===== config.mk =====
export PLATFORM = sky130hd
export DESIGN_NAME = exception_manager
export DESIGN_NICKNAME = d
export VERILOG_FILES = /design/src/exc_pkg.sv /design/src/exc_mem_access.sv /design/src/exc_sequencer.sv /design/src/exception_manager.sv
export SDC_FILE = /design/constraint.sdc
export NUM_CORES = 1
export LEC_CHECK = 0
export ABC_AREA = 1
export BUFFER_PORTS_ARGS = -buffer_cell sky130_fd_sc_hd__buf_4
export CORE_AREA = 3 3 222 224
export CTS_CLUSTER_SIZE = 25
export DETAILED_ROUTE_END_ITERATION = 16
export DIE_AREA = 0 0 225 227
export GPL_TIMING_DRIVEN = 0
export PLACE_DENSITY = 0.67
export SETUP_SLACK_MARGIN = 0.4
export SLEW_MARGIN = 20
export SYNTH_ARGS = -nofsm -noshare
export SYNTH_HDL_FRONTEND = slang
export SYNTH_HIERARCHICAL = 1
export SYNTH_SLANG_ARGS = --single-unit

===== constraint.sdc =====
create_clock -name iCLOCK -period 5.38 [get_ports iCLOCK]
set_input_delay 0.538 -clock iCLOCK [delete_from_list [all_inputs] [get_ports iCLOCK]]
set_output_delay 0.538 -clock iCLOCK [all_outputs]
set_load 0.05 [all_outputs]

===== src/exc_pkg.sv =====
/*
  Exception manager package
  Field positions, core-mode codes, TSS and IDT layout,
  FSM state codes and memory-operation selectors
*/
`default_nettype none

package exc_pkg;

	// Widths
	localparam int DATA_W    = 32;
	localparam int IRQ_NUM_W = 7;
	localparam int TID_W     = 14;

	// PSR fields
	localparam int PSR_IRQ_EN_BIT = 2;
	localparam int PSR_MODE_LSB   = 5;
	localparam int PSR_MODE_W     = 2;

	localparam logic [PSR_MODE_W-1:0] MODE_KERNEL = 2'b00;
	localparam logic [PSR_MODE_W-1:0] MODE_USER   = 2'b10;

	// Task state segment, 256 bytes per task
	localparam int TSS_SHIFT = 8;
	localparam logic [DATA_W-1:0] TSS_KSPR_OFFSET = 32'd8;
	localparam logic [DATA_W-1:0] TSS_USPR_OFFSET = 32'd12;

	// Interrupt descriptor table, 8 bytes per entry
	localparam int IDT_ENTRY_SHIFT = 3;
	localparam logic [DATA_W-1:0] IDT_VECTOR_OFFSET = 32'd4;

	// Memory operations
	localparam int MEM_OP_W = 3;
	localparam logic [MEM_OP_W-1:0] MEM_VECTOR_READ = 3'd0;
	localparam logic [MEM_OP_W-1:0] MEM_USPR_STORE  = 3'd1;
	localparam logic [MEM_OP_W-1:0] MEM_KSPR_LOAD   = 3'd2;
	localparam logic [MEM_OP_W-1:0] MEM_KSPR_STORE  = 3'd3;
	localparam logic [MEM_OP_W-1:0] MEM_USPR_LOAD   = 3'd4;

	// Main states
	localparam int ST_W = 2;
	localparam logic [ST_W-1:0] ST_IDLE    = 2'd0;
	localparam logic [ST_W-1:0] ST_JUMP    = 2'd1;
	localparam logic [ST_W-1:0] ST_IRQ_SET = 2'd2;
	localparam logic [ST_W-1:0] ST_IRQ_RET = 2'd3;

	// Entry and return sub-states
	localparam int SUB_W = 3;
	localparam logic [SUB_W-1:0] SUB_SET_VEC_REQ   = 3'd0;
	localparam logic [SUB_W-1:0] SUB_SET_VEC_WAIT  = 3'd1;
	localparam logic [SUB_W-1:0] SUB_SET_USPR_WAIT = 3'd2;
	localparam logic [SUB_W-1:0] SUB_SET_KSPR_WAIT = 3'd3;
	localparam logic [SUB_W-1:0] SUB_RET_CHECK     = 3'd0;
	localparam logic [SUB_W-1:0] SUB_RET_KSPR_WAIT = 3'd1;
	localparam logic [SUB_W-1:0] SUB_RET_USPR_WAIT = 3'd2;

	// Memory-access unit states
	localparam int MA_W = 2;
	localparam logic [MA_W-1:0] MA_WAIT = 2'd0;
	localparam logic [MA_W-1:0] MA_REQ  = 2'd1;
	localparam logic [MA_W-1:0] MA_GET  = 2'd2;

endpackage

`default_nettype wire


===== src/exc_mem_access.sv =====
/*
  Exception memory-access unit
  Forms IDT and TSS addresses and runs one load/store
  operation at a time against the request/busy/valid port
*/
`timescale 1ns/100ps
`default_nettype none

module exc_mem_access import exc_pkg::*; (
	input  wire                    iCLOCK,
	input  wire                    inRESET,
	// Sequencer side
	input  wire                    op_start,
	input  wire [MEM_OP_W-1:0]     op_kind,
	input  wire [DATA_W-1:0]       snap_idtr,
	input  wire [DATA_W-1:0]       snap_tisr,
	input  wire [TID_W-1:0]        snap_tidr,
	input  wire [DATA_W-1:0]       snap_spr,
	input  wire [IRQ_NUM_W-1:0]    snap_irq_num,
	output logic                   op_done,
	output logic [DATA_W-1:0]      op_rdata,
	// Load/store port
	output logic                   ldst_req,
	output logic                   ldst_rw,
	output logic [DATA_W-1:0]      ldst_addr,
	output logic [DATA_W-1:0]      ldst_wdata,
	input  wire                    ldst_busy,
	input  wire                    ldst_valid,
	input  wire [DATA_W-1:0]       ldst_rdata
);

	logic [MA_W-1:0]     state;
	logic [MEM_OP_W-1:0] kind_q;
	logic [MEM_OP_W-1:0] kind_sel;
	logic [DATA_W-1:0]   tss_base;
	logic [DATA_W-1:0]   idt_addr;

	// Kind is live in the start cycle so the address never moves
	assign kind_sel = op_start ? op_kind : kind_q;

	assign tss_base = snap_tisr +
		({{(DATA_W-TID_W){1'b0}}, snap_tidr} << TSS_SHIFT);
	assign idt_addr = snap_idtr +
		({{(DATA_W-IRQ_NUM_W){1'b0}}, snap_irq_num} << IDT_ENTRY_SHIFT) +
		IDT_VECTOR_OFFSET;

	always_comb begin
		case (kind_sel)
			MEM_USPR_STORE: begin
				ldst_addr = tss_base + TSS_USPR_OFFSET;
				ldst_rw   = 1'b1;
			end
			MEM_KSPR_LOAD: begin
				ldst_addr = tss_base + TSS_KSPR_OFFSET;
				ldst_rw   = 1'b0;
			end
			MEM_KSPR_STORE: begin
				ldst_addr = tss_base + TSS_KSPR_OFFSET;
				ldst_rw   = 1'b1;
			end
			MEM_USPR_LOAD: begin
				ldst_addr = tss_base + TSS_USPR_OFFSET;
				ldst_rw   = 1'b0;
			end
			default: begin
				ldst_addr = idt_addr;
				ldst_rw   = 1'b0;
			end
		endcase
	end

	// Both stores write the current SPR
	assign ldst_wdata = snap_spr;

	assign ldst_req = (state == MA_REQ) && !ldst_busy;

	always_ff @(posedge iCLOCK or negedge inRESET) begin
		if (!inRESET) begin
			state   <= MA_WAIT;
			kind_q  <= MEM_VECTOR_READ;
			op_done <= 1'b0;
		end else begin
			op_done <= 1'b0;
			case (state)
				MA_WAIT: begin
					if (op_start) begin
						kind_q <= op_kind;
						state  <= MA_REQ;
					end
				end
				MA_REQ: begin
					if (!ldst_busy) begin
						state <= MA_GET;
					end
				end
				MA_GET: begin
					// Valid closes reads and writes alike
					if (ldst_valid) begin
						op_done <= 1'b1;
						state   <= MA_WAIT;
					end
				end
				default: state <= MA_WAIT;
			endcase
		end
	end

	always_ff @(posedge iCLOCK) begin
		if ((state == MA_GET) && ldst_valid) begin
			op_rdata <= ldst_rdata;
		end
	end

endmodule

`default_nettype wire


===== src/exc_sequencer.sv =====
/*
  Exception sequencer
  Accepts jump, interrupt and interrupt-return events in idle,
  walks the entry and return sequences and drives core control
*/
`timescale 1ns/100ps
`default_nettype none

module exc_sequencer import exc_pkg::*; (
	input  wire                    iCLOCK,
	input  wire                    inRESET,
	// Core events
	input  wire                    except_jump,
	input  wire [DATA_W-1:0]       jump_addr,
	input  wire                    except_ret,
	input  wire                    irq_req,
	input  wire [IRQ_NUM_W-1:0]    irq_num,
	input  wire [DATA_W-1:0]       irq_fi0r,
	input  wire                    interrupt_lock,
	// System registers
	input  wire [DATA_W-1:0]       sysreg_spr,
	input  wire [DATA_W-1:0]       sysreg_tidr,
	input  wire [DATA_W-1:0]       sysreg_tisr,
	input  wire [DATA_W-1:0]       sysreg_psr,
	input  wire [DATA_W-1:0]       sysreg_ppsr,
	input  wire [DATA_W-1:0]       sysreg_pcr,
	input  wire [DATA_W-1:0]       sysreg_ppcr,
	input  wire [DATA_W-1:0]       sysreg_idtr,
	// Memory-access unit
	input  wire                    op_done,
	input  wire [DATA_W-1:0]       op_rdata,
	output logic                   op_start,
	output logic [MEM_OP_W-1:0]    op_kind,
	output logic [DATA_W-1:0]      snap_idtr,
	output logic [DATA_W-1:0]      snap_tisr,
	output logic [TID_W-1:0]       snap_tidr,
	output logic [DATA_W-1:0]      snap_spr,
	output logic [IRQ_NUM_W-1:0]   snap_irq_num,
	// Core control
	output logic                   register_lock,
	output logic                   pipeline_stop,
	output logic                   refresh,
	output logic                   pc_set,
	output logic [DATA_W-1:0]      pc,
	output logic                   ppcr_set,
	output logic [DATA_W-1:0]      ppcr_out,
	output logic                   fi0r_set,
	output logic [DATA_W-1:0]      fi0r,
	output logic                   set_irq_mode,
	output logic                   clr_irq_mode,
	output logic                   cache_flush,
	output logic                   tlb_flush,
	output logic                   spr_write,
	output logic [DATA_W-1:0]      spr_value,
	output logic                   irq_ack
);

	logic [ST_W-1:0]       state;
	logic [SUB_W-1:0]      sub_state;
	logic [PSR_MODE_W-1:0] psr_mode;
	logic [PSR_MODE_W-1:0] ppsr_mode;

	logic irq_cond;
	logic accept;
	logic vec_done;
	logic spr_load_done;

	assign irq_cond = irq_req && !interrupt_lock && sysreg_psr[PSR_IRQ_EN_BIT];
	assign accept   = except_jump || irq_cond || except_ret;

	assign vec_done = op_done && (state == ST_IRQ_SET) && (sub_state == SUB_SET_VEC_WAIT);

	// Final SPR load of either swap sequence
	assign spr_load_done = op_done &&
		(((state == ST_IRQ_SET) && (sub_state == SUB_SET_KSPR_WAIT)) ||
		((state == ST_IRQ_RET) && (sub_state == SUB_RET_USPR_WAIT)));

	// Stall while busy, or when an interrupt is about to be taken
	assign pipeline_stop = (state != ST_IDLE) || (irq_cond && !except_jump);
	assign register_lock = pipeline_stop || refresh || pc_set;

	always_ff @(posedge iCLOCK or negedge inRESET) begin
		if (!inRESET) begin
			state        <= ST_IDLE;
			sub_state    <= '0;
			op_start     <= 1'b0;
			op_kind      <= MEM_VECTOR_READ;
			refresh      <= 1'b0;
			pc_set       <= 1'b0;
			ppcr_set     <= 1'b0;
			fi0r_set     <= 1'b0;
			set_irq_mode <= 1'b0;
			clr_irq_mode <= 1'b0;
			cache_flush  <= 1'b0;
			tlb_flush    <= 1'b0;
			spr_write    <= 1'b0;
			irq_ack      <= 1'b0;
		end else begin
			// Pulses last one cycle unless set below
			op_start     <= 1'b0;
			refresh      <= 1'b0;
			pc_set       <= 1'b0;
			ppcr_set     <= 1'b0;
			fi0r_set     <= 1'b0;
			set_irq_mode <= 1'b0;
			clr_irq_mode <= 1'b0;
			cache_flush  <= 1'b0;
			tlb_flush    <= 1'b0;
			spr_write    <= 1'b0;
			irq_ack      <= 1'b0;

			case (state)
				ST_IDLE: begin
					if (except_jump) begin
						state   <= ST_JUMP;
						refresh <= 1'b1;
					end else if (irq_cond) begin
						state        <= ST_IRQ_SET;
						sub_state    <= SUB_SET_VEC_REQ;
						refresh      <= 1'b1;
						ppcr_set     <= 1'b1;
						set_irq_mode <= 1'b1;
					end else if (except_ret) begin
						state       <= ST_IRQ_RET;
						sub_state   <= SUB_RET_CHECK;
						refresh     <= 1'b1;
						cache_flush <= 1'b1;
						tlb_flush   <= 1'b1;
					end
				end

				ST_JUMP: begin
					pc_set <= 1'b1;
					state  <= ST_IDLE;
				end

				ST_IRQ_SET: begin
					case (sub_state)
						SUB_SET_VEC_REQ: begin
							op_start  <= 1'b1;
							op_kind   <= MEM_VECTOR_READ;
							sub_state <= SUB_SET_VEC_WAIT;
						end
						SUB_SET_VEC_WAIT: begin
							if (op_done) begin
								if (psr_mode == MODE_KERNEL) begin
									pc_set   <= 1'b1;
									fi0r_set <= 1'b1;
									irq_ack  <= 1'b1;
									state    <= ST_IDLE;
								end else begin
									// Park user SPR in the TSS first
									op_start  <= 1'b1;
									op_kind   <= MEM_USPR_STORE;
									sub_state <= SUB_SET_USPR_WAIT;
								end
							end
						end
						SUB_SET_USPR_WAIT: begin
							if (op_done) begin
								op_start  <= 1'b1;
								op_kind   <= MEM_KSPR_LOAD;
								sub_state <= SUB_SET_KSPR_WAIT;
							end
						end
						SUB_SET_KSPR_WAIT: begin
							if (op_done) begin
								spr_write <= 1'b1;
								pc_set    <= 1'b1;
								fi0r_set  <= 1'b1;
								irq_ack   <= 1'b1;
								state     <= ST_IDLE;
							end
						end
						default: state <= ST_IDLE;
					endcase
				end

				ST_IRQ_RET: begin
					case (sub_state)
						SUB_RET_CHECK: begin
							if (ppsr_mode == MODE_USER) begin
								op_start  <= 1'b1;
								op_kind   <= MEM_KSPR_STORE;
								sub_state <= SUB_RET_KSPR_WAIT;
							end else begin
								pc_set       <= 1'b1;
								clr_irq_mode <= 1'b1;
								state        <= ST_IDLE;
							end
						end
						SUB_RET_KSPR_WAIT: begin
							if (op_done) begin
								op_start  <= 1'b1;
								op_kind   <= MEM_USPR_LOAD;
								sub_state <= SUB_RET_USPR_WAIT;
							end
						end
						SUB_RET_USPR_WAIT: begin
							if (op_done) begin
								spr_write    <= 1'b1;
								pc_set       <= 1'b1;
								clr_irq_mode <= 1'b1;
								state        <= ST_IDLE;
							end
						end
						default: state <= ST_IDLE;
					endcase
				end

				default: state <= ST_IDLE;
			endcase
		end
	end

	// Snapshot and result registers
	always_ff @(posedge iCLOCK) begin
		if ((state == ST_IDLE) && accept) begin
			snap_spr     <= sysreg_spr;
			snap_tidr    <= sysreg_tidr[TID_W-1:0];
			snap_tisr    <= sysreg_tisr;
			snap_idtr    <= sysreg_idtr;
			snap_irq_num <= irq_num;
			psr_mode     <= sysreg_psr[PSR_MODE_LSB +: PSR_MODE_W];
			ppsr_mode    <= sysreg_ppsr[PSR_MODE_LSB +: PSR_MODE_W];
			ppcr_out     <= sysreg_pcr;
			fi0r         <= irq_fi0r;
			// Return target by default, vector replaces it on entry
			pc           <= except_jump ? jump_addr : sysreg_ppcr;
		end
		if (vec_done) begin
			pc <= op_rdata;
		end
		if (spr_load_done) begin
			spr_value <= op_rdata;
		end
	end

endmodule

`default_nettype wire


===== src/exception_manager.sv =====
/*
  Exception manager top level
  Sequencer plus its load/store client
*/
`timescale 1ns/100ps
`default_nettype none

module exception_manager import exc_pkg::*; (
	input  wire                    iCLOCK,
	input  wire                    inRESET,
	// Core events
	input  wire                    except_jump,
	input  wire [DATA_W-1:0]       jump_addr,
	input  wire                    except_ret,
	input  wire                    irq_req,
	input  wire [IRQ_NUM_W-1:0]    irq_num,
	input  wire [DATA_W-1:0]       irq_fi0r,
	input  wire                    interrupt_lock,
	// System registers
	input  wire [DATA_W-1:0]       sysreg_spr,
	input  wire [DATA_W-1:0]       sysreg_tidr,
	input  wire [DATA_W-1:0]       sysreg_tisr,
	input  wire [DATA_W-1:0]       sysreg_psr,
	input  wire [DATA_W-1:0]       sysreg_ppsr,
	input  wire [DATA_W-1:0]       sysreg_pcr,
	input  wire [DATA_W-1:0]       sysreg_ppcr,
	input  wire [DATA_W-1:0]       sysreg_idtr,
	// Core control
	output wire                    register_lock,
	output wire                    pipeline_stop,
	output wire                    refresh,
	output wire                    pc_set,
	output wire [DATA_W-1:0]       pc,
	output wire                    ppcr_set,
	output wire [DATA_W-1:0]       ppcr_out,
	output wire                    fi0r_set,
	output wire [DATA_W-1:0]       fi0r,
	output wire                    set_irq_mode,
	output wire                    clr_irq_mode,
	output wire                    cache_flush,
	output wire                    tlb_flush,
	output wire                    spr_write,
	output wire [DATA_W-1:0]       spr_value,
	output wire                    irq_ack,
	// Load/store port
	output wire                    ldst_req,
	output wire                    ldst_rw,
	output wire [DATA_W-1:0]       ldst_addr,
	output wire [DATA_W-1:0]       ldst_wdata,
	input  wire                    ldst_busy,
	input  wire                    ldst_valid,
	input  wire [DATA_W-1:0]       ldst_rdata
);

	wire                 op_start;
	wire [MEM_OP_W-1:0]  op_kind;
	wire                 op_done;
	wire [DATA_W-1:0]    op_rdata;
	wire [DATA_W-1:0]    snap_idtr;
	wire [DATA_W-1:0]    snap_tisr;
	wire [TID_W-1:0]     snap_tidr;
	wire [DATA_W-1:0]    snap_spr;
	wire [IRQ_NUM_W-1:0] snap_irq_num;

	exc_sequencer u_sequencer (
		.iCLOCK         (iCLOCK),
		.inRESET        (inRESET),
		.except_jump    (except_jump),
		.jump_addr      (jump_addr),
		.except_ret     (except_ret),
		.irq_req        (irq_req),
		.irq_num        (irq_num),
		.irq_fi0r       (irq_fi0r),
		.interrupt_lock (interrupt_lock),
		.sysreg_spr     (sysreg_spr),
		.sysreg_tidr    (sysreg_tidr),
		.sysreg_tisr    (sysreg_tisr),
		.sysreg_psr     (sysreg_psr),
		.sysreg_ppsr    (sysreg_ppsr),
		.sysreg_pcr     (sysreg_pcr),
		.sysreg_ppcr    (sysreg_ppcr),
		.sysreg_idtr    (sysreg_idtr),
		.op_done        (op_done),
		.op_rdata       (op_rdata),
		.op_start       (op_start),
		.op_kind        (op_kind),
		.snap_idtr      (snap_idtr),
		.snap_tisr      (snap_tisr),
		.snap_tidr      (snap_tidr),
		.snap_spr       (snap_spr),
		.snap_irq_num   (snap_irq_num),
		.register_lock  (register_lock),
		.pipeline_stop  (pipeline_stop),
		.refresh        (refresh),
		.pc_set         (pc_set),
		.pc             (pc),
		.ppcr_set       (ppcr_set),
		.ppcr_out       (ppcr_out),
		.fi0r_set       (fi0r_set),
		.fi0r           (fi0r),
		.set_irq_mode   (set_irq_mode),
		.clr_irq_mode   (clr_irq_mode),
		.cache_flush    (cache_flush),
		.tlb_flush      (tlb_flush),
		.spr_write      (spr_write),
		.spr_value      (spr_value),
		.irq_ack        (irq_ack)
	);

	exc_mem_access u_mem_access (
		.iCLOCK       (iCLOCK),
		.inRESET      (inRESET),
		.op_start     (op_start),
		.op_kind      (op_kind),
		.snap_idtr    (snap_idtr),
		.snap_tisr    (snap_tisr),
		.snap_tidr    (snap_tidr),
		.snap_spr     (snap_spr),
		.snap_irq_num (snap_irq_num),
		.op_done      (op_done),
		.op_rdata     (op_rdata),
		.ldst_req     (ldst_req),
		.ldst_rw      (ldst_rw),
		.ldst_addr    (ldst_addr),
		.ldst_wdata   (ldst_wdata),
		.ldst_busy    (ldst_busy),
		.ldst_valid   (ldst_valid),
		.ldst_rdata   (ldst_rdata)
	);

endmodule

`default_nettype wire


After elaboration in Yosys (flattened, before gate mapping)

Index checks and enable logic that the tools add are counted.

Add/subtract/negate cells: 5
Eq/ne operators: 30
Multiplexer cells: 68
Reduce and logical (&&, ||, !) cells: 36

Operators by type and width:

| kind                    | number |
|---|---|
| $mux W32                | 3 |
| $add A32 B4 Y32 const B | 2 |
| $pmux W32 S2            | 1 |
| $mux W3                 | 13 |
| $add A32 B10 Y32        | 1 |
| $add A32 B22 Y32        | 1 |
| $add A32 B3 Y32 const B | 1 |
| $pmux W3 S3             | 3 |
| $mux W1                 | 24 |
| $mux W2                 | 10 |
| $pmux W2 S3             | 3 |
| $pmux W3 S2             | 3 |
| $ne A3 B2 Y1 const B    | 5 |
| $eq A3 B2 Y1 const B    | 4 |
| $ne A2 B2 Y1 const B    | 6 |
| $ne A3 B3 Y1 const B    | 4 |
| $logic_and A1 B1 Y1     | 11 |
| $pmux W1 S2             | 5 |
| $reduce_and A10 Y1      | 1 |
| $eq A2 B2 Y1 const B    | 4 |
| $pmux W2 S4             | 1 |
| $reduce_and A8 Y1       | 1 |
| $reduce_or A2 Y1        | 4 |
| $eq A3 B1 Y1 const B    | 2 |
| other kinds (13)        | 26 |

Register bits after elaboration: 303
Word-level logic and storage cells: 165

Logic depth before layout (Yosys ltp)

Gate-level depths: netlist of the first run.

Word-level depth: 8
Mapped depth: 20
Mapped depth without buffers: 20

Modules after synthesis

Netlist of the first run, hierarchy kept.

Modules (own cells, without submodules):

| module         | instances | cells an instance | area an instance (µm²) |
|---|---|---|---|
| exc_sequencer  | 1         | 528               | 9,117.5 |
| exc_mem_access | 1         | 966               | 5,825.6 |

Worst setup path before layout of the first run

OpenSTA, ideal clock, no wires.

Kind: input port to flip-flop
From: in except_jump
To: reg u_sequencer.fi0r[0] (enable)
Library setup time: 1.494 ns
Arrival: 3.899 ns
Data required time: 3.886 ns
Setup slack: -0.013 ns
Cell stages on the path: 5
Buffers on the path: 1
Cell sequence: buf_2 -> inv_1 -> nor2_1 -> inv_2 -> nand2_1

Word-level cells in the longest chain between the ends: 3

Ends and longest elaborated chain:

| element                         | line                    | text |
|---|---|---|
| start, declared                 | exception_manager.sv:12 | `input wire except_jump,` |
| $logic_or A1 B1 Y1 (2 in a row) | exc_sequencer.sv:69     | `assign accept = except_jump \|\| irq_cond \|\| except_ret;` |
| $logic_and A1 B1 Y1             | exc_sequencer.sv:218    | `if ((state == ST_IDLE) && accept) begin` |
| end signal, assigned            | exc_sequencer.sv:227    | `fi0r <= irq_fi0r;` |
| end, declared                   | exc_sequencer.sv:48     | `output logic [DATA_W-1:0] fi0r,` |

Every way passes these cells.
A chain may end at the register's enable or synchronous reset.

Worst setup path in the final report of the first run

From: reg u_sequencer.snap_tisr[8]
To: out ldst_addr[17]

Word-level cells in the longest chain between the ends: 3
Elaborated cells between the ends (all ways): 4
Classes of those cells: 3 x add/sub; 1 x mux

Ends and longest elaborated chain:

| element                                   | line                    | text |
|---|---|---|
| start, declared                           | exc_sequencer.sv:35     | `output logic [DATA_W-1:0] snap_tisr,` |
| start signal, assigned                    | exc_sequencer.sv:221    | `snap_tisr <= sysreg_tisr;` |
| $add A32 B22 Y32 *                        | exc_mem_access.sv:41    | `assign tss_base = snap_tisr +` |
| $add A32 B4 Y32, on equally long branches | -                       |  |
| $pmux W32 S2 *                            | exc_mem_access.sv:48    | `case (kind_sel)` |
| end, declared                             | exception_manager.sv:48 | `output wire [DATA_W-1:0] ldst_addr,` |

Every way passes the cells marked *; elsewhere a longest branch is shown, timed or not.

==> metrics.log, run 1 <==
[metrics] status: finished, final reports clean
[metrics] most common cell after layout, fill and taps aside: sky130_fd_sc_hd__buf_4
[metrics] cell type with the largest total area after synthesis: sky130_fd_sc_hd__edfxtp_1
[metrics] unique cell type count in the Yosys netlist: 46
[metrics] FP Rows: 80
[metrics] Clk pin slew, worst setup/hold paths: around 60 ps
[metrics] worst-skew pair later-pin latency: roughly 540 ps
[metrics] area of the die: between 50,000 and 60,000 µm²
[metrics] area fraction of the dominant cell type after synthesis: between 50% and 60%
[metrics] Total Wirelength: just over 50,000 µm
[metrics] Post-Synthesis Cell Area: ~15,000 µm²
[metrics] number of nets in the finished design: 2,434
[metrics] vias per inst: approximately 4.8
[metrics] hold buffer count at CTS: 1
[metrics] number of setup violations in the final report: 0
[metrics] worst-case hold path end point: u_mem_access/op_rdata[30]$_DFFE_PP_
[metrics] power after layout: ~13 mW
[metrics] maximum number of pins on one net before global-route repair: 88
[metrics] Initial Utilization: about a third
[metrics] Worst Path Max Fanout: 7
[metrics] most frequent cells in the layout: sky130_fd_sc_hd__buf_4, sky130_fd_sc_hd__nand2_1, sky130_fd_sc_hd__edfxtp_1
[metrics] portion of the post-synthesis area used by sequential elements: around 60%
[metrics] DRC errors left: 0
[metrics] Internal: around 6.6 mW
[metrics] Power per Cell Area: ~630 nW/µm²
[metrics] via count: around 13,000
[metrics] wire length of the first global-routing pass: about 74,000 µm
[metrics] count of port buffers added during placement: between 400 and 500
[metrics] number of cells in the design after placement: between 2,000 and 3,000
[metrics] arrival time of the worst setup path: between 3000 and 4000 ps
[metrics] average instance area after synthesis: roughly 10 µm²
[metrics] Final Util: between 40% and 50%
[metrics] kind of end point of the critical path: primary output
[metrics] number of failing hold endpoints at the final stage: 0
[metrics] master cell of the clock root buffer: sky130_fd_sc_hd__clkbuf_16
[metrics] number of synthesized register bits: 302
[metrics] cell type of the slowest stage on the worst timing path: sky130_fd_sc_hd__fa_1
[metrics] transition time at the pin with the least slew margin: 714 ps
[metrics] Syn Nets: about 1,900
[metrics] final worst clock skew: between 9 and 10 ps
[metrics] post-layout min period: 4270 ps
[metrics] number of setup buffers added after CTS: 0
[metrics] Tightest Hold Check Type: in -> reg
[metrics] Crit path buffers/inverters: 5
[metrics] die span in y: around 230 µm
[metrics] required time worst endpoint: about 4800 ps
[metrics] Routed WL per cell: 18.9 µm
[metrics] clock share of power: 16.9%
[metrics] Non-Filler Instances: 2,679
[metrics] placed instance area: approximately 20,000 µm²
[metrics] worst reg-to-reg setup slack: between 3000 and 4000 ps
[metrics] worst reg2reg path endpoint: u_sequencer/snap_tisr[30]$_DFFE_PP_
[metrics] Cells after Synth: 1,494
[metrics] logic depth of the worst register-to-register path: 6
[metrics] final weighted congestion of routability-driven global placement: about 0.9
[metrics] CTS tree: yes
[metrics] remaining max-slew budget at the tightest pin: ~52%
[metrics] fraction of power consumed by combinational cells: 55.1%
[metrics] final antenna-violating net count: 0
[metrics] longest individual stage delay on the worst path: roughly 440 ps
[metrics] number of H-tree levels: 2
[metrics] type of element launching the critical path: flop
[metrics] Total Neg Setup Slack: 0 ps
[metrics] CP delay by family, top: simple AND/OR/NAND/NOR gates
[metrics] Pins Over Slew Limit: 0
[metrics] Seq pwr share: 28.0%
[metrics] startpoint of the worst hold path: ldst_rdata[30]
[metrics] initial antenna violation count: 5
[metrics] Lkg Pwr: ~9.1 nW
[metrics] Tcrit/Tclk final: roughly 80%
[metrics] smallest hold slack: ~170 ps
[metrics] post-placement worst setup slack: 1700 ps
[metrics] overall global routing resource usage: between 10% and 20%
[metrics] clock buffers created by TritonCTS: 35
[metrics] Critical R2R Launch: u_sequencer/state[1]$_DFFE_PN0P_
[metrics] critical path's most frequent cell: sky130_fd_sc_hd__inv_1
[metrics] Min-Delay Path Depth: 1
[metrics] Post-Layout Inst Area: around 21,000 µm²
[metrics] post-CTS resize count: 0
[metrics] peak clock frequency supported by timing: approximately 0.23 GHz
[metrics] area of the core: about 48,000 µm²
[metrics] Horiz. Die Dim: 225 µm
[metrics] sink count of the clock tree: 302
[metrics] HPWL after detailed placement: 40,500 µm
[metrics] via count of the first global-routing pass: about 13,000
[metrics] peak supply drop: a little under 500 µV
[metrics] first-iteration detailed-routing DRC count: around 800
[metrics] switching part of the total power: between 40% and 50%
[metrics] max cap viols: 0
[metrics] RSZ-0062 raised after global routing: false
[metrics] cells traversed along the worst timing path: ha_1 -> inv_1 -> fa_1 -> xnor2_1 -> inv_1 -> nor2_1 -> inv_1 -> nor2_1 -> nand2_2 -> nor2_2 -> inv_1 -> nand2_1 -> nand3_1 -> o211ai_1 -> buf_4
[metrics] net load switching power: approximately 6.5 mW
[metrics] number of warning messages in the yosys log: 6
[metrics] fraction of layout cells with a size suffix above 1: approximately 34%
[metrics] layout overhead on the synthesized area: 38.3%
[metrics] top area cells in the synthesized netlist: sky130_fd_sc_hd__edfxtp_1, sky130_fd_sc_hd__nand2_1, sky130_fd_sc_hd__nand3_1, sky130_fd_sc_hd__inv_1, sky130_fd_sc_hd__dfrtp_1
[metrics] IO Pins: 573
[metrics] critical path class: reg -> out
[metrics] total congestion overflow after global routing: 0
[metrics] PnR worst setup slack: roughly 1100 ps
[metrics] total iterations of the first detailed-routing run: 6
[metrics] Bufs on Longest Clock Path: 3
[flip-flops by register name (all words and copies together) (netlist names), 2 cells and up]
name                      count
u_mem_access/kind_q           3
u_mem_access/op_rdata        32
u_mem_access/state            2
u_sequencer/fi0r             32
u_sequencer/op_kind           3
u_sequencer/pc               32
u_sequencer/ppcr_out         32
u_sequencer/ppsr_mode         2
u_sequencer/psr_mode          2
u_sequencer/snap_idtr        32
u_sequencer/snap_irq_num      7
u_sequencer/snap_spr         32
u_sequencer/snap_tidr        14
u_sequencer/snap_tisr        32
u_sequencer/spr_value        32
u_sequencer/state             2
u_sequencer/sub_state         2
[area by class of cell]
class / instances / area (µm²)
tap: 615 / 769
antenna: 4 / 10.0
timing repair buffer: 503 / 3850
buffer: 58 / 405
clock inverter: 18 / 131
fill: 4521 / 26900
inverter: 175 / 657
clock buffer: 45 / 933
multi-input combinational: 959 / 4950
sequential: 302 / 8960
[how the worst max path moves through the flow]
stage,startpoint,end,slack (ps),cells past startpoint
global placement,ldst_valid,u_mem_access/op_rdata[9]$_DFFE_PP_,410,3
global route,u_sequencer/snap_tisr[8]$_DFFE_PP_,ldst_addr[27],770,17
floorplan,u_sequencer/snap_idtr[2]$_DFFE_PP_,ldst_addr[10],1550,9
detailed placement,u_sequencer/snap_tisr[8]$_DFFE_PP_,ldst_addr[15],1700,15
CTS,u_sequencer/snap_tisr[8]$_DFFE_PP_,ldst_addr[15],1090,15
finish,u_sequencer/snap_tisr[8]$_DFFE_PP_,ldst_addr[17],1110,15
[kinds of logic after synthesis]
family / count (synthesis) / synth area share [%]
flip-flops: 302 / 60.0
buffers and inverters: 233 / 7.11
multiplexers: 2 / 0.134
AND/OR/NAND/NOR: 738 / 22.1
XOR/XNOR: 28 / 1.82
AO/OA/AOI/OAI: 158 / 5.99
adder cells (fa/ha/maj): 33 / 2.86
[per-layer routing]
| metal | wire length, µm | global-route usage [%] | vias to the layer above |
|---|---|---|---|
| li1 | - | - | 6137 |
| met1 | 19200 | 22.0 | 6022 |
| met2 | 25200 | 33.4 | 541 |
| met3 | 4500 | 6.09 | 99 |
| met4 | 1670 | 7.22 | 2 |
| met5 | 13 | 0 | - |
[synthesized netlist by cell type, drive strengths merged]
cell type  instances
a21boi             2
a21oi             44
a31o               1
a31oi             32
a32oi              1
and3               1
buf               51
clkbuf             7
clkinv             4
dfrtp             21
edfxtp           281
fa                 2
ha                31
inv              171
mux2i              2
nand2            401
nand3            128
nand3b             3
nand4             23
nor2             155
nor3              20
nor4               3
o211ai             4
o21a               1
o21ai             62
o21bai             2
o221ai             8
o311ai             1
or2                3
or3                1
xnor2             11
xor2              17
[power groups by stage]
| stage | registers [mW] | logic, mW | clock network [mW] |
|---|---|---|---|
| final | 3.67 | 7.22 | 2.22 |
| after CTS | 3.68 | 7.26 | 2.29 |
| after floorplan | 4.50 | 4.00 | 0 |
| after detailed placement | 3.71 | 7.24 | 0 |
| after global placement | 3.82 | 7.10 | 0 |
| after global routing | 3.74 | 7.70 | 2.39 |
Power figures use the tool's default switching activity.
==> run 2: changes to the inputs <==
- ABC_AREA: 1 -> 0
- CORE_AREA: 3 3 222 224 -> 3 3 219 221
- DIE_AREA: 0 0 225 227 -> 0 0 222 224
- clock period: 5.38 -> 3.8 ns (I/O delays scaled with it)
==> run 2 against run 1 <==
Non-clock buffer count rose by 321. Hold slack worse by 140 ps. Synthesized area is 4.9% lower. Critical path depth shrank 2. Power increased by 56%. Die area shrank 2.6%. Largest power group unchanged. The run now ends with negative setup slack left. Clock skew rose by 12 ps.
==> metrics.log, run 2 <==
[metrics] Critical R2R Launch: u_sequencer/sub_state[1]$_DFFE_PN0P_
[metrics] portion of the post-synthesis area used by sequential elements: 63.1% (+3.1 points)
[metrics] vias per inst: 4.90 (+2.5%)
[metrics] peak clock frequency supported by timing: 0.233 GHz
[metrics] remaining max-slew budget at the tightest pin: 40.8% (-11 points)
[metrics] top flip-flop cell by instance count after synthesis: sky130_fd_sc_hd__edfxtp_1
[metrics] Clk pin slew, worst setup/hold paths: 50 ps (about the same)
[metrics] worst-skew pair later-pin latency: 560 ps (+20 ps)
[metrics] peak supply drop: 1070 µV (+120%)
[metrics] die span in y: 224 µm (-1.3%)
[metrics] number of failing hold endpoints at the final stage: 0 (unchanged)
[metrics] Total Neg Setup Slack: -6710 ps (-6710 ps)
[metrics] Cells after Synth: 1,089 (-27%)
[metrics] most common cell after layout, fill and taps aside: sky130_fd_sc_hd__buf_4
[metrics] via count: 12,600 (-1.7%)
[metrics] total iterations of the first detailed-routing run: 5 (-1)
[metrics] number of nets in the finished design: 2,335 (-4.1%)
[metrics] area of the die: 49,700 µm² (-2.6%)
[metrics] layout overhead on the synthesized area: 69.4%
[metrics] top area cells in the synthesized netlist: sky130_fd_sc_hd__edfxtp_1, sky130_fd_sc_hd__dfrtp_1, sky130_fd_sc_hd__mux2i_1, sky130_fd_sc_hd__ha_1, sky130_fd_sc_hd__o21ai_0
[metrics] share of async-settable or async-resettable flops after synthesis: 6.95% (unchanged)
[metrics] maximum number of pins on one net before global-route repair: 33 (-63%)
[metrics] final antenna-violating net count: 0 (unchanged)
[metrics] PnR worst setup slack: -496 ps (-1610 ps)
[metrics] IO Pins: 573 (unchanged)
[metrics] average instance area after synthesis: 13.0 µm² (+30%)
[metrics] FP Rows: 79 (-1.3%)
[metrics] CTS tree: yes
[metrics] clock buffers created by TritonCTS: 36 (+2.9%)
[metrics] most instantiated library cell after synthesis: sky130_fd_sc_hd__edfxtp_1
[metrics] total area of multi-input combinational cells: 5670 µm² (+15%)
[metrics] final weighted congestion of routability-driven global placement: 0.902 (-2.3%)
[metrics] cell type with the largest total area after synthesis: sky130_fd_sc_hd__edfxtp_1
[metrics] Post-Synthesis Cell Area: 14,200 µm² (-4.9%)
[metrics] storage element area: 8960 µm² (unchanged)
[metrics] Power per Cell Area: 852 nW/µm² (+34%)
[metrics] Syn Nets: 1,489 (-21%)
[metrics] number of H-tree levels: 2 (unchanged)
[metrics] Tightest Hold Check Type: in -> reg
[metrics] Total Wirelength: 51,900 µm (+2.6%)
[metrics] most frequent cells in the layout: sky130_fd_sc_hd__buf_4, sky130_fd_sc_hd__edfxtp_1, sky130_fd_sc_hd__dlygate4sd3_1
[metrics] master cell of the clock root buffer: sky130_fd_sc_hd__clkbuf_16
[metrics] overall global routing resource usage: 19.9% (+0.78 points)
[metrics] post-layout min period: 4300 ps
[metrics] Lkg Pwr: 9.76 nW (+7.3%)
[metrics] max cap viols: 0 (unchanged)
[metrics] fill cell count: 3,799 (-16%)
[metrics] number of cells in the design after placement: 2,208 (-15%)
[metrics] status: complete, but fails checks
[metrics] Min-Delay Path Depth: 1 (unchanged)
[metrics] unique cell type count in the Yosys netlist: 89 (+93%)
[metrics] number of synthesized register bits: 302 (unchanged)
[metrics] Post-synth top cells: sky130_fd_sc_hd__edfxtp_1, sky130_fd_sc_hd__nand2_1, sky130_fd_sc_hd__o21ai_0
[metrics] Horiz. Die Dim: 222 µm (-1.3%)
[metrics] failing checks: negative setup slack
[metrics] worst reg-to-reg setup slack: 1160 ps (-1940 ps)
[metrics] kind of end point of the critical path: primary output
[metrics] count of port buffers added during placement: 494 (unchanged)
[metrics] type of element launching the critical path: flop
[metrics] via count of the first global-routing pass: 13,300 (+2.6%)
[metrics] Bufs on Longest Clock Path: 3 (unchanged)
[metrics] wire length of the first global-routing pass: 77,000 µm (+4.3%)
[metrics] critical path class: reg -> out
[metrics] area of the core: 46,400 µm² (-2.5%)
[metrics] startpoint of the worst hold path: sysreg_tidr[7]
[metrics] fraction of layout cells with a size suffix above 1: 43.8% (+9.7 points)
[metrics] number of flops mapped to enable cells by yosys: 281 (unchanged)
[metrics] number of setup violations in the final report: 19 (+19)
[metrics] total congestion overflow after global routing: 0 (unchanged)
[metrics] transition time at the pin with the least slew margin: 887 ps (+173 ps)
[metrics] first-iteration detailed-routing DRC count: 779 (-2.1%)
[metrics] DRC errors left: 0 (unchanged)
[metrics] logic depth of the worst register-to-register path: 6 (unchanged)
[metrics] Non-Filler Instances: 2,570 (-4.1%)
[metrics] area fraction of the dominant cell type after synthesis: 59.4% (+2.9 points)
[metrics] required time worst endpoint: 3420 ps (-1420 ps)
[metrics] sink count of the clock tree: 302 (unchanged)
[metrics] number of warning messages in the yosys log: 6 (unchanged)
[metrics] Tcrit/Tclk final: 113%
[metrics] HPWL after detailed placement: 36,900 µm (-8.8%)
[metrics] Worst Path Max Fanout: 5 (-2)
[metrics] final worst clock skew: 21.0 ps (+11.8 ps)
[metrics] Routed WL per cell: 20.2 µm (+6.9%)
[metrics] initial antenna violation count: 8 (+3)
[metrics] Pins Over Slew Limit: 0 (unchanged)
[metrics] worst-case hold path end point: u_sequencer/snap_tidr[7]$_DFFE_PP_
[metrics] RSZ-0062 raised after global routing: true
[metrics] power after layout: 20.5 mW (+56%)
[metrics] arrival time of the worst setup path: 3920 ps (+190 ps)
[metrics] worst reg2reg path endpoint: u_sequencer/pc[14]$_DFFE_PP_
[metrics] Initial Utilization: 30.6% (-0.78 points)
## run 2: cells by family after synthesis
group / after synthesis / share of synthesized area [%]
AOI/OAI and AO/OA: 233 / 11.0
xor gates and xnor gates: 68 / 4.38
adders and majority gates: 33 / 3.01
buffers and inverters: 99 / 3.73
DFF: 302 / 63.1
muxes: 45 / 3.21
and+or+nand+nor: 309 / 11.6
## run 2: layout make-up
class                           count  area share [%]
Antenna cell                        3          0.0312
Buffer                             74            2.08
Clock buffer                       49            4.15
Clock inverter                     14           0.749
Inverter                           25           0.390
Multi-Input combinational cell    688            23.6
Sequential cell                   302            37.3
Tap cell                          607            3.16
Timing Repair Buffer              808            28.6
## run 2: metal layers
layer | global-route usage (%) | routed length (µm) | part of all wire, % | up-vias
met5 | 0 | 57 | 0.11 | -
li1 | - | - | - | 5811
met1 | 22.6 | 18900 | 36 | 6095
met3 | 5.11 | 3890 | 7.5 | 125
met4 | 7.43 | 1920 | 3.7 | 8
met2 | 36.0 | 27200 | 52 | 548
## run 2: what timing repair did
item / 4_1_cts / 5_1_grt
resized for setup: 146 / 51
hold endpoints to repair: 233 / 1
hold buffers: 213 / 1
pin swaps: 79 / 38
endpoints found under the setup margin: 32 / 25
setup buffers: 62 / 20
## run 2: how the worst max path moves through the flow
stage,from,to,slack [ps],cells after the start
after floorplan,u_sequencer/state[0]$_DFFE_PN0P_,u_sequencer/pc[0]$_DFFE_PP_,-3000,4
after global placement,interrupt_lock,u_sequencer/pc[14]$_DFFE_PP_,-5490,4
after detailed placement,u_sequencer/snap_tisr[8]$_DFFE_PP_,ldst_addr[30],-370,13
after CTS,u_sequencer/snap_tisr[8]$_DFFE_PP_,ldst_addr[27],-450,13
after global routing,u_sequencer/snap_tisr[8]$_DFFE_PP_,ldst_addr[31],-660,15
final,u_sequencer/snap_tisr[8]$_DFFE_PP_,ldst_addr[27],-500,13
## run 2: power breakdown
group          switching (mW)  internal (mW)
Sequential              0.414           4.72
Clock                    1.42           2.00
Combinational            7.59           4.37
Total                    9.41           11.1
## run 2: per-stage QoR
step / setup WS [ps] / hold WS (ps) / area (µm²) / util (%)
detailed placement: -371 / 306 / 19200 / 41.5
floorplan: -3000 / 84.4 / 14500 / -
finish: -496 / 32.4 / 24100 / 51.9
global route: -659 / 0.0493 / 24100 / 51.9
global placement: -5490 / 298 / 19000 / 40.9
CTS: -455 / 0.0777 / 23700 / 51.1
## run 2: worst max-delay path, stage by stage, from the launching register on
cell                       delay (ps)
sky130_fd_sc_hd__edfxtp_1         380
sky130_fd_sc_hd__ha_4             150
sky130_fd_sc_hd__inv_2             30
sky130_fd_sc_hd__fa_2             330
sky130_fd_sc_hd__nand2b_4         170
sky130_fd_sc_hd__a211oi_4         320
sky130_fd_sc_hd__nor3_2            60
sky130_fd_sc_hd__or3b_4           450
sky130_fd_sc_hd__nor4_4           300
sky130_fd_sc_hd__nand4_1          240
sky130_fd_sc_hd__or3_1            410
sky130_fd_sc_hd__a32oi_2          280
sky130_fd_sc_hd__o21ai_4           90
sky130_fd_sc_hd__buf_6            160
==> run 3: changes to the inputs <==
- CELL_PAD_IN_SITES_DETAIL_PLACEMENT: unset -> 1
- CELL_PAD_IN_SITES_GLOBAL_PLACEMENT: unset -> 1
- CORE_AREA: 3 3 219 221 -> 3 3 225 227
- CTS_BUF_LIST: unset -> sky130_fd_sc_hd__clkbuf_4
- DIE_AREA: 0 0 222 224 -> 0 0 228 230
- PLACE_DENSITY: 0.67 -> 0.77
==> run 3 against run 2 <==
The flow still finishes with violations (negative setup slack). Via count is 13% higher. Clock skew is 46 ps higher. Global-route usage grew 6.2 points. Combinational power grew 7%. Highest routed layer unchanged.
==> metrics.log, run 3 (synthesis gave the netlist of run 2 again) <==
[metrics] Final Util: 51.4% (-0.46 points)
[metrics] maximum number of pins on one net before global-route repair: 33 (unchanged)
[metrics] count of port buffers added during placement: 494 (unchanged)
[metrics] number of H-tree levels: 3 (+1)
[metrics] Clk pin slew, worst setup/hold paths: 70 ps (+20 ps)
[metrics] kind of end point of the critical path: primary output
[metrics] number of cells in the design after placement: 2,265 (+2.6%)
[metrics] area of the core: 48,800 µm² (+5.4%)
[metrics] Routed WL per cell: 25.8 µm (+28%)
[metrics] Lkg Pwr: 10.3 nW (+5.6%)
[metrics] die span in y: 230 µm (+2.7%)
[metrics] max cap viols: 0 (unchanged)
[metrics] transition time at the pin with the least slew margin: 920 ps (+32.8 ps)
[metrics] peak supply drop: 405 µV (-62%)
[metrics] initial antenna violation count: 14 (+6)
[metrics] clock buffers created by TritonCTS: 86 (+140%)
[metrics] Horiz. Die Dim: 228 µm (+2.7%)
[metrics] via count: 14,300 (+13%)
[metrics] most common cell after layout, fill and taps aside: sky130_fd_sc_hd__buf_4
[metrics] failing checks: negative setup slack
[metrics] number of failing hold endpoints at the final stage: 0 (unchanged)
[metrics] status: complete, but fails checks
[metrics] sink count of the clock tree: 302 (unchanged)
[metrics] master cell of the clock root buffer: sky130_fd_sc_hd__clkbuf_4
[metrics] wire length of the first global-routing pass: 103,000 µm (+34%)
[metrics] fill cell count: 5,145 (+35%)
[metrics] Min-Delay Path Depth: 3 (+2)
[metrics] area of the die: 52,400 µm² (+5.5%)
[metrics] RSZ-0062 raised after global routing: true
[metrics] remaining max-slew budget at the tightest pin: 38.7% (-2.2 points)
[metrics] HPWL after detailed placement: 42,200 µm (+14%)
[metrics] power after layout: 21.4 mW (+4.5%)
[metrics] CTS tree: yes
[metrics] final weighted congestion of routability-driven global placement: 0.872 (-3.3%)
[metrics] Worst Path Max Fanout: 6 (+1)
[metrics] worst-case hold path end point: u_sequencer/refresh$_DFF_PN0_
[metrics] logic depth of the worst register-to-register path: 8 (+2)
[metrics] final worst clock skew: 66.7 ps (+45.7 ps)
[metrics] Total Neg Setup Slack: -13,280 ps (-6570 ps)
[metrics] required time worst endpoint: 3420 ps (about the same)
[metrics] Initial Utilization: 29.1% (-1.6 points)
[metrics] Critical R2R Launch: u_sequencer/state[1]$_DFFE_PN0P_
[metrics] first-iteration detailed-routing DRC count: 976 (+25%)
[metrics] total area of multi-input combinational cells: 5820 µm² (+2.6%)
[metrics] startpoint of the worst hold path: sysreg_psr[2]
[metrics] smallest hold slack: 166 ps (+134 ps)
[metrics] worst-skew pair later-pin latency: 830 ps (+270 ps)
[metrics] PnR worst setup slack: -845 ps (-349 ps)
[metrics] Non-Filler Instances: 2,813 (+9.5%)
[metrics] layout overhead on the synthesized area: 76.9%
[metrics] IO Pins: 573 (unchanged)
[metrics] Tightest Hold Check Type: in -> reg
[metrics] total iterations of the first detailed-routing run: 6 (+1)
[metrics] vias per inst: 5.07 (+3.5%)
[metrics] Tcrit/Tclk final: 122% (+9.2 points)
[metrics] final antenna-violating net count: 0 (unchanged)
[metrics] post-layout min period: 4650 ps (+349 ps)
[metrics] peak clock frequency supported by timing: 0.215 GHz (-7.5%)
[metrics] Pins Over Slew Limit: 0 (unchanged)
[metrics] most frequent cells in the layout: sky130_fd_sc_hd__buf_4, sky130_fd_sc_hd__dlygate4sd3_1, sky130_fd_sc_hd__edfxtp_1
[metrics] overall global routing resource usage: 26.1% (+6.2 points)
[metrics] fraction of layout cells with a size suffix above 1: 45.9% (+2.0 points)
[metrics] type of element launching the critical path: flop
[metrics] via count of the first global-routing pass: 15,900 (+20%)
[metrics] worst reg-to-reg setup slack: 920 ps (-240 ps)
[metrics] Total Wirelength: 72,500 µm (+40%)
[metrics] number of nets in the finished design: 2,470 (+5.8%)
[metrics] total congestion overflow after global routing: 0 (unchanged)
[metrics] DRC errors left: 0 (unchanged)
[metrics] number of setup violations in the final report: 21 (+2)
[metrics] Bufs on Longest Clock Path: 3 (unchanged)
[metrics] storage element area: 8960 µm² (unchanged)
[metrics] FP Rows: 81 (+2.5%)
[metrics] critical path class: reg -> out
[metrics] Power per Cell Area: 852 nW/µm² (about the same)
[metrics] worst reg2reg path endpoint: u_sequencer/ppcr_out[26]$_DFFE_PP_
[metrics] arrival time of the worst setup path: 4270 ps (+350 ps)
==> run 3: cell types whose count changed in the layout (fill, tap and decap cells not counted), sizes merged, moves of 2 or more <==
cell / before / now
buf: 647 / 660
bufinv: 2 / 0
clkbuf: 70 / 151
diode: 3 / 15
dlygate4sd3: 214 / 290
inv: 25 / 30
==> run 3: area by class of cell <==
type	count	area share [%]
Sequential cell	302	35.7
Timing Repair Buffer	893	30.7
Multi-Input combinational cell	688	23.2
Clock buffer	134	4.00
Tap cell	664	3.31
Buffer	74	2.21
Clock inverter	18	0.443
Inverter	25	0.373
Antenna cell	15	0.149
==> run 3: worst max-delay path, cell delays in order (launching register included) <==
cell                        delay, ps
sky130_fd_sc_hd__edfxtp_1         390
sky130_fd_sc_hd__ha_4             160
sky130_fd_sc_hd__inv_2             30
sky130_fd_sc_hd__fa_2             350
sky130_fd_sc_hd__nand2b_4         170
sky130_fd_sc_hd__a211oi_4         360
sky130_fd_sc_hd__buf_4            190
sky130_fd_sc_hd__a2bb2oi_2        160
sky130_fd_sc_hd__nand4_1          190
sky130_fd_sc_hd__nor2_4           230
sky130_fd_sc_hd__nand4b_1         160
sky130_fd_sc_hd__buf_6            180
sky130_fd_sc_hd__buf_4            140
sky130_fd_sc_hd__o21ai_0          330
sky130_fd_sc_hd__a32oi_4          200
sky130_fd_sc_hd__o21ai_4           90
sky130_fd_sc_hd__buf_6            170
==> run 3: worst max path at each step <==
stage / cells past startpoint / startpoint / to
final: 16 / u_sequencer/snap_tidr[0]$_DFFE_PP_ / ldst_addr[27]
after detailed placement: 12 / u_sequencer/snap_tidr[2]$_DFFE_PP_ / ldst_addr[30]
after global placement: 4 / interrupt_lock / u_sequencer/pc[16]$_DFFE_PP_
after floorplan: 4 / u_sequencer/state[0]$_DFFE_PN0P_ / u_sequencer/pc[0]$_DFFE_PP_
after global routing: 16 / u_sequencer/snap_tidr[0]$_DFFE_PP_ / ldst_addr[27]
after CTS: 13 / u_sequencer/snap_tisr[8]$_DFFE_PP_ / ldst_addr[27]
==> run 3: power by group <==
part | switching (mW) | internal [mW] | total, mW | leakage [nW]
Combinational | 8.23 | 4.64 | 12.9 | 6.71
Clock | 1.69 | 1.62 | 3.31 | 0.674
Sequential | 0.517 | 4.72 | 5.24 | 2.92
Total | 10.4 | 11.0 | 21.4 | 10.3
==> run 3: through the flow <==
stage               setup WS (ps)  instance area [µm²]
floorplan                   -3000                14500
global placement            -5470                19000
detailed placement           -438                19300
CTS                          -803                24600
global route                -1090                25100
finish                       -845                25100
==> run 3: repair_timing <==
item,4_1_cts,5_1_grt
pin swaps,70,39
endpoints found under the hold margin,279,0
hold buffers,291,0
cloned,0,0
gates resized for setup,186,55
endpoints found under the setup margin,32,29
setup buffers,63,27
==> run 3: routing by layer <==
| layer | vias to the layer above | track usage [%] | wire length [µm] |
|---|---|---|---|
| met4 | 2 | 13.0 | 3910 |
| met1 | 7164 | 25.3 | 23800 |
| met5 | - | 0 | 13 |
| met2 | 722 | 50.1 | 39600 |
| met3 | 235 | 7.46 | 5150 |
| li1 | 6139 | - | - |
